`src/hdl/mem_pkg.sv`:
```
// access width and writeback source enums, request, MEM/WB, region and register-write structs
package mem_pkg;

    // load/store access size, encoded as the low two bits of funct3
    typedef enum logic [1:0] {
        mem_byte = 2'd0,
        mem_half = 2'd1,
        mem_word = 2'd2
    } mem_width_e;

    // source of the value written back to the register file
    typedef enum logic [1:0] {
        wb_alu      = 2'd0,
        wb_mem      = 2'd1,
        wb_pc_plus4 = 2'd2
    } wb_sel_e;

    // one request handed from execute to the memory stage
    typedef struct packed {
        logic        rd_en;
        logic        wr_en;
        logic        is_unsigned;
        mem_width_e  width;
        logic        reg_wr_en;
        wb_sel_e     wb_sel;
        logic [4:0]  rd_addr;
        logic [31:0] pc;
        // the ALU result doubles as the load/store byte address
        logic [31:0] alu;
        logic [31:0] store_data;
    } mem_req_t;

    // state carried across the MEM/WB pipeline register
    typedef struct packed {
        logic        reg_wr_en;
        wb_sel_e     wb_sel;
        logic [4:0]  rd_addr;
        logic [31:0] read_data;
        logic [31:0] pc;
        logic [31:0] alu;
    } mem_wb_t;

    // valid data window in byte addresses, limit is exclusive
    typedef struct packed {
        logic [31:0] base;
        logic [31:0] limit;
    } region_t;

    // write request towards the register file
    typedef struct packed {
        logic        en;
        logic [4:0]  addr;
        logic [31:0] data;
    } reg_write_t;

endpackage
```
`src/hdl/writeback_select.sv`:
```
// writeback stage with result selection and register-file write gating
`timescale 1ns/1ps

module writeback_select
    import mem_pkg::*;
(
    input  mem_wb_t     mem_wb,
    input  logic [31:0] instruction_wb,
    output reg_write_t  rf_write,
    output logic [31:0] instruction_out
);

    always_comb begin
        case (mem_wb.wb_sel)
            wb_mem:      rf_write.data = mem_wb.read_data;
            wb_pc_plus4: rf_write.data = mem_wb.pc + 32'd4;
            default:     rf_write.data = mem_wb.alu;
        endcase
    end

    // x0 is hardwired to zero so a write to it is dropped here
    assign rf_write.en   = mem_wb.reg_wr_en && (mem_wb.rd_addr != 5'd0);
    assign rf_write.addr = mem_wb.rd_addr;

    assign instruction_out = instruction_wb;

endmodule

```
`config.mk`:
```
export PLATFORM = sky130hd
export DESIGN_NAME = writeback_select
export DESIGN_NICKNAME = d
export VERILOG_FILES = /design/src/hdl/mem_pkg.sv /design/src/hdl/writeback_select.sv
export SDC_FILE = /design/constraint.sdc
export NUM_CORES = 1
export LEC_CHECK = 0
export ABC_CLOCK_PERIOD_IN_PS = 2400
export BUFFER_PORTS_ARGS = -buffer_cell sky130_fd_sc_hd__buf_2
export CAP_MARGIN = 25
export CORE_AREA = 2 2 79 81
export DETAILED_ROUTE_END_ITERATION = 10
export DIE_AREA = 0 0 81 83
export MAX_ROUTING_LAYER = met4
export PLACE_DENSITY_LB_ADDON = 0.12
export SYNTH_ARGS = -nofsm -noshare
export SYNTH_HDL_FRONTEND = slang
export SYNTH_SLANG_ARGS = --single-unit
```
`constraint.sdc`:
```
create_clock -name vclk -period 2.4
set_input_delay 0.48 -clock vclk [all_inputs]
set_output_delay 0.48 -clock vclk [all_outputs]
set_load 0.005 [all_outputs]
```
==> run_results.csv <==
group,metric,value,unit
die,die-area,6720,um2
yosys,synth.area.mux_share,0.654,%
die,coreArea,5820,um2
yosys,synth_cells,239,
drt,via_per_inst,4.92,
drt,drt_iter0_drc,54,
pwr,peakVddDrop,0.0000900,V
sta,setup_violations,3,
die,core.rowCount,28,
drt,firstDrtPassIters,4,
yosys,syn-num-nets,378,
place,post-place-ws,-0.342,ns
yosys,ys_seq_area_share,0,%
drt,drc,0,
layout,seq_cell_count,0,
setup_path,endpoint_kind,"primary output",
sta,finalCritPeriodShare,111,%
sta,fin_crit,2.66,ns
layout,nClkBuffers,0,
setup_path,worstPathArrival,2.18,ns
status,violations,"negative setup slack",
drt,wl_met3,412,um
sta,grt_setup_unrepaired,"true",
global_routing,grt_max_degree,31,
layout,fillCellCount,645,
global_routing,first_global_vias,2188,
sta,fmax,376,MHz
drt,wl_met2,3460,um
min_path,hp-class,"in -> out",
place,gp_congestion,0.833,
sta,fin_ws,-0.260,ns
yosys,synth-xor-area-share,14.3,%
layout,layout_commonest_cell,"buf_2",
drt,wl_per_cell,14.5,um
die,initial_core_util,26.3,%
global_routing,grt_use_total,19.5,%
setup_path,cp-start-kind,"input port",
place,placed_area,2300,um2
layout,final_cell_mix,"127 x buf_2, 45 x buf_4, 30 x nand2_1",
drt,totalWireLength,6690,um
die,die_y,83,um
layout,nets,528,
die,die_width,81,um
yosys,synth-simple-area-share,29.2,%
sta,maxSlewViolCount,0,
yosys,synth_top_family_by_area,"simple AND/OR/NAND/NOR gates",
yosys,synth_compound_area_share,27.9,%
clocking,hold_buffers,0,
yosys,syn-cell-area,1530,um2
layout,drive_above_1_share,57.1,%
layout,syn_to_final_growth,76.5,%
drt,ant_nets,0,
place,dp_hpwl,5390,um
layout,finalInstanceArea,2700,um2
sta,hold_viol_final,0,
sta,hold_ws,0.960,ns
drt,wl_met1,2680,um
setup_path,crit_start,"mem_wb[47]",
setup_path,crit_type,"in -> out",
layout,diodes,0,
setup_path,cp-endpoint,"rf_write[31]",
status,status,"finished with violations",
yosys,synth-warning-count,0,
flow_run,drv_cap,0,
drt,top_layer_used,"met4",
global_routing,grt_pass1_wl,10500,um
setup_path,crit_required,1.92,ns
drt,num_vias,2274,
layout,layout.area.seq,0,um2
pwr,power_density,172,nW/um2
global_routing,antenna_found_initial,0,
die,ios,206,
yosys,synthAdderAreaFrac,2.45,%
yosys,avgSynthCellArea,6.40,um2
pwr,leakage,1.32,nW
place,port_buffers,142,
global_routing,grt-ovfl-total,0,
sta,slew_headroom,74.2,%
yosys,ys_types,37,
sta,tightest_slew,0.384,ns
setup_path,crit_fanout,3,
[worst max-delay path, stage by stage]
cell,delay [ns]
buf_2,0.11
nand3_4,0.09
or4_4,0.56
or4_4,0.43
xor2_1,0.16
a221oi_2,0.20
buf_2,0.14
[kinds of logic (layout without fill, tap and decap cells)]
| kind of cell | Yosys count | after routing |
|---|---|---|
| simple gates | 85 | 85 |
| buf+inv | 61 | 209 |
| xor+xnor | 25 | 25 |
| mux | 1 | 1 |
| compound gates | 64 | 64 |
| fa+ha+maj | 3 | 3 |
[what timing repair did]
| action | 4_1_cts | 5_1_grt |
|---|---|---|
| gates cloned | 0 | 0 |
| setup buffers | 10 | 4 |
| hold endpoints to repair | 0 | 0 |
| setup endpoints to repair | 21 | 28 |
| pin swaps | 11 | 11 |
| gates resized for setup | 25 | 37 |
[power breakdown]
group | total [mW] | internal, mW | switching, mW
Clock | 0 | 0 | 0
Sequential | 0 | 0 | 0
Combinational | 0.463 | 0.254 | 0.210
Total | 0.463 | 0.254 | 0.210
[synth_stat cells, types with 4 or more instances]
library cell,instances,area (um2)
buf_4,37,278
nand2_1,30,113
a22oi_1,21,158
o21ai_0,18,90.1
xnor2_1,18,158
nand4_1,13,81.3
clkbuf_1,11,41.3
inv_1,10,37.5
xor2_1,7,61.3
a21oi_1,6,30.0
nand3_1,6,30.0
nor2_1,6,22.5
nor3_1,6,30.0
nor4_1,5,31.3
o21ai_1,5,25.0
o221ai_1,5,43.8
or4_1,4,30.0
[worst min path at each step]
stage,start,to,slack [ns],depth (start not counted)
after detailed placement,instruction_wb[26],instruction_out[26],0.96,0
after global routing,instruction_wb[15],instruction_out[15],0.96,0
after CTS,instruction_wb[26],instruction_out[26],0.96,0
final,instruction_wb[15],instruction_out[15],0.96,0
after floorplan,instruction_wb[0],instruction_out[0],1.04,1
after global placement,instruction_wb[26],instruction_out[26],0.96,0
[layer usage]
| layer | GRT usage, % | up-vias |
|---|---|---|
| li1 | - | 1136 |
| met1 | 23.5 | 1047 |
| met2 | 35.5 | 75 |
| met3 | 1.20 | 16 |
| met4 | 3.39 | 0 |
| met5 | - | - |
[final cells by class]
| type | instances | area [um2] | share of cell area [%] |
|---|---|---|---|
| Inverter | 10 | 37.5 | 1.39 |
| Multi-Input combinational cell | 178 | 1290 | 47.8 |
| Tap cell | 75 | 93.8 | 3.48 |
| Timing Repair Buffer | 199 | 1280 | 47.3 |
[stage by stage]
stage	utilization [%]	total power [mW]	std cells	TNS [ns]
3_3_place_gp	39.6	0.406	448	-3.35
3_5_place_dp	39.6	0.409	448	-3.62
5_1_grt	46.4	0.514	462	-0.963
2_1_floorplan	-	0.216	239	0
6_report	46.4	0.463	462	-0.406
4_1_cts	42.9	0.439	458	-0.390
(Power assumes the default switching activity.)
