## src/hdl/mem_pkg.sv

```systemverilog
// access width and writeback source enums, request, MEM/WB, region and register-write structs
package mem_pkg;

    // load/store access size, encoded as the low two bits of funct3
    typedef enum logic [1:0] {
        mem_byte = 2'd0,
        mem_half = 2'd1,
        mem_word = 2'd2
    } mem_width_e;

    // source of the value written back to the register file
    typedef enum logic [1:0] {
        wb_alu      = 2'd0,
        wb_mem      = 2'd1,
        wb_pc_plus4 = 2'd2
    } wb_sel_e;

    // one request handed from execute to the memory stage
    typedef struct packed {
        logic        rd_en;
        logic        wr_en;
        logic        is_unsigned;
        mem_width_e  width;
        logic        reg_wr_en;
        wb_sel_e     wb_sel;
        logic [4:0]  rd_addr;
        logic [31:0] pc;
        // the ALU result doubles as the load/store byte address
        logic [31:0] alu;
        logic [31:0] store_data;
    } mem_req_t;

    // state carried across the MEM/WB pipeline register
    typedef struct packed {
        logic        reg_wr_en;
        wb_sel_e     wb_sel;
        logic [4:0]  rd_addr;
        logic [31:0] read_data;
        logic [31:0] pc;
        logic [31:0] alu;
    } mem_wb_t;

    // valid data window in byte addresses, limit is exclusive
    typedef struct packed {
        logic [31:0] base;
        logic [31:0] limit;
    } region_t;

    // write request towards the register file
    typedef struct packed {
        logic        en;
        logic [4:0]  addr;
        logic [31:0] data;
    } reg_write_t;

endpackage
```

## src/hdl/mem_region_cfg.sv

```systemverilog
// configuration registers for the base and limit of the valid data region
`timescale 1ns/1ps

module mem_region_cfg
    import mem_pkg::*;
#(
    parameter int DMEM_WORDS = 256
) (
    input  logic        clk,
    input  logic        rst_n,
    input  logic        cfg_wr_en,
    input  logic        cfg_sel,
    input  logic [31:0] cfg_wdata,
    output region_t     region
);

    // size of the whole data memory in bytes
    localparam logic [31:0] DMEM_BYTES = 32'(DMEM_WORDS * 4);

    logic [31:0] base_q;
    logic [31:0] limit_q;

    // after reset the window covers the full memory
    always_ff @(posedge clk) begin
        if (!rst_n) begin
            base_q <= '0;
        end else if (cfg_wr_en && !cfg_sel) begin
            base_q <= cfg_wdata;
        end
    end

    always_ff @(posedge clk) begin
        if (!rst_n) begin
            limit_q <= DMEM_BYTES;
        end else if (cfg_wr_en && cfg_sel) begin
            limit_q <= cfg_wdata;
        end
    end

    always_comb begin
        region.base  = base_q;
        region.limit = limit_q;
    end

endmodule

```

## config.mk

```make
export PLATFORM = sky130hd
export DESIGN_NAME = mem_region_cfg
export DESIGN_NICKNAME = d
export VERILOG_FILES = /design/src/hdl/mem_pkg.sv /design/src/hdl/mem_region_cfg.sv
export SDC_FILE = /design/constraint.sdc
export NUM_CORES = 1
export LEC_CHECK = 0
export BUFFER_PORTS_ARGS = -buffer_cell sky130_fd_sc_hd__buf_2
export CAP_MARGIN = 30
export CORE_MARGIN = 1.5
export CORE_UTILIZATION = 45
export CTS_CLUSTER_DIAMETER = 100
export DETAILED_ROUTE_END_ITERATION = 6
export PLACE_DENSITY = 0.8
export SYNTH_ARGS = -nofsm -noshare
export SYNTH_HDL_FRONTEND = slang
export SYNTH_SLANG_ARGS = --single-unit
export TNS_END_PERCENT = 100
```

## constraint.sdc

```tcl
create_clock -name clk -period 1.4 [get_ports clk]
set_input_delay 0.28 -clock clk [delete_from_list [all_inputs] [get_ports clk]]
set_output_delay 0.28 -clock clk [all_outputs]
set_load 0.005 [all_outputs]
```

==> summary.md <==
| Metric | Value |
|---|---|
| Final nets | 378 |
| Register area share after synthesis | 0.515 |
| I/O pins | 100 |
| Sequential share of power | 0.499 |
| # rows | 26 |
| Met2 routed WL | 2380 µm |
| DRT iter0 DRCs | 61 |
| HPWL after DPL | 3380 µm |
| Initial core utilization | 0.478 |
| RSZ-0062 raised after global routing | false |
| Power, Total | approximately 3.9 mW |
| CTS Buf Count | 9 |
| CP Launch Type | flip-flop |
| Post-DP Area | 2970 µm² |
| Status | completed |
| DR vias | 1938 |
| Max-slew violation count | 0 |
| Gate Count Post-Synth | 246 |
| Setup Crit Path Kind | flip-flop to primary output |
| P_sw | 0.897 mW |
| CTS sink count | 64 |
| Worst VDD drop | 0.583 mV |
| Fin Setup TNS | 0 ps |
| Pwr dens | 1240 nW/µm² |
| Asr flop ratio synth | 0 |
| Final Hold Vio Count | 0 |
| DRC Markers | 0 |
| Final wirelength | 4950 µm |
| Clock Skews | 0 ps |
| Design Area, Final | 3170 µm² |
| Maxcap violations | 0 |
| Number of port buffers | 99 |
| Sw frac | 0.228 |
| Combinational Power Share | 0.104 |
| Hold-fix buffers, CTS | 0 |
| Final antenna-violating net count | 0 |
| Post-CTS Setup Bufs | 0 |
| GRT Total Usage | 0.171 |
| Worst path bufs/invs | 1 |
| # diodes | 0 |
| Number of setup violations in the final report | 0 |
| Die Y-Extent | between 70 and 80 µm |
| H-tree depth | 3 |
| Clock Latency Late Sink | 310 ps |
| Post-Syn Area | 2490 µm² |
| Root buffer cell | clkbuf_8 |
| Net count after synthesis | about 280 |
| Highest metal used | met4 |
| Share of cells above drive strength 1 | 0.349 |
| GPL Wtd Cong | 0.750 |
| CP max-delay cell | dfxtp_1 |
| Clock slew at reported path FFs | ~70 ps |
| Synth warnings | 0 |
| Core Area | 5200 µm² |
| Delay-heaviest family, CP | flip-flops |
| Chip width | 77.3 µm |
| Share of the synthesized area in the top cell type | 0.515 |
| Die area | ~6000 µm² |
| F_max | 931 MHz |
| Internal Pwr Total | just over 3 mW |
| Vias per std cell | 4.65 |
| Synth Register Bits | 64 |
| Area Overhead vs Synth | 27.4% |
| Crit end category | primary output |
| Top post-synthesis cells by area | dfxtp_1, mux2i_1, nand2_1 |
| CP required | 1120 ps |
| Tcrit/Tclk final | 0.767 |
| Crit Path Max Fanout | 2 |
| Largest net degree at the start of global routing | 50 |
| Clock power frac | 0.397 |
| CP peak stage delay | 360 ps |
| Most frequent cells after synthesis | nand2_1, dfxtp_1, mux2i_1, buf_2, buf_6 |
| Post-synth cell types | 12 |
| Critical path data arrival time | between 700 and 800 ps |
| Post-synth top area cell | dfxtp_1 |
| Slew HR | 0.813 |
| Fin crit period | 1070 ps |
| Slew @ Worst Pin | 280 ps |
| Initial antenna violation count | 0 |
| Wire length on met1 | 2230 µm |
| EDFF count, synth | 0 |
| Met3 WL | approximately 280 µm |
| Overflow left after global routing | 0 |
| Avg Inst Size Synth | 10.1 µm² |
| First-pass GRT wire length | 8190 µm |
| Ys flop type | dfxtp_1 |
| Vias in the first global route | 1868 |
| Hold crit path type | input pin to flip-flop |
| CP cell instances | buf_2 |
| Leak | 1.54 nW |
| Post-DR wirelength/cell | ~12 µm |
| Cts repair resizes | 0 |
| Most common cell in the netlist | nand2_1 |
| CTS tree | yes |
| CTS Buffer Depth | 2 |
| First-pass iteration count of the detailed router | 4 |
layout by cell type, fill, tap and decap left out:
master | Yosys | layout
and2_4 | 1 | 1
buf_12 | 3 | 3
buf_2 | 9 | 99
buf_4 | 1 | 2
bufinv_16 | 0 | 1
clkbuf_1 | 0 | 2
clkbuf_8 | 0 | 11
clkinv_2 | 0 | 2
dfxtp_1 | 64 | 64
inv_1 | 1 | 1
mux2i_1 | 63 | 63
nand2_1 | 95 | 95
nand3_1 | 1 | 1
nor2b_4 | 0 | 1
o211ai_2 | 1 | 1
cell families (layout without fill, tap and decap cells):
| logic type | count (synthesis) | after routing | synth area share |
|---|---|---|---|
| AND/OR/NAND/NOR | 98 | 98 | 0.152 |
| flip-flops | 64 | 64 | 0.515 |
| multiplexers | 63 | 63 | 0.254 |
| buffers and inverters | 20 | 121 | 0.0739 |
| AO/OA/AOI/OAI | 1 | 1 | 0.00503 |
layout make-up:
class / instances / area, µm²
clock buffer: 13 / 159
fill: 460 / 2040
sequential: 64 / 1280
clock inverter: 3 / 40.0
multi-input combinational: 162 / 1030
inverter: 1 / 3.75
tap: 70 / 87.6
timing repair buffer: 104 / 571
per-stage QoR:
stage	worst slack, ps	utilization	hold slack [ps]	instances
final	326	0.609	223	417
after global routing	289	0.609	213	417
after CTS	307	0.609	209	417
after detailed placement	277	0.571	445	401
after global placement	324	0.571	439	401
after floorplan	484	-	422	246
power groups by stage:
stage          clock (mW)  sequential [mW]  combinational, mW
4_1_cts              1.60             1.96              0.413
5_1_grt              1.69             1.97              0.450
3_5_place_dp            0             2.00              0.412
2_1_floorplan           0             2.01              0.245
6_report             1.56             1.96              0.407
3_3_place_gp            0             2.00              0.401
layer usage:
metal / track usage / vias up
met1: 0.192 / 876
met2: 0.292 / 63
li1: - / 994
met3: 0.0518 / 5
met5: 0 / -
met4: 0.0836 / 0
tightest hold or removal path, stage by stage:
cell      delay [ps]
buf_2             90
nand3_1           70
o211ai_2          70
state kept, by name (all words and copies together), names as in the netlist:
signal / cells
base_q: 32
limit_q: 32
worst paths after layout:
check / startpoint / end / slack [ps] / cells after the start
setup / recovery: limit_q[16] / region[16] / 330 / 1
hold / removal: cfg_wdata[10] / limit_q[10] / 220 / 3
setup reg to reg: limit_q[16] / limit_q[16] / 760 / 2
hold reg to reg: base_q[13] / base_q[13] / 450 / 2
Note: power is estimated with default switching activity, not from simulation.
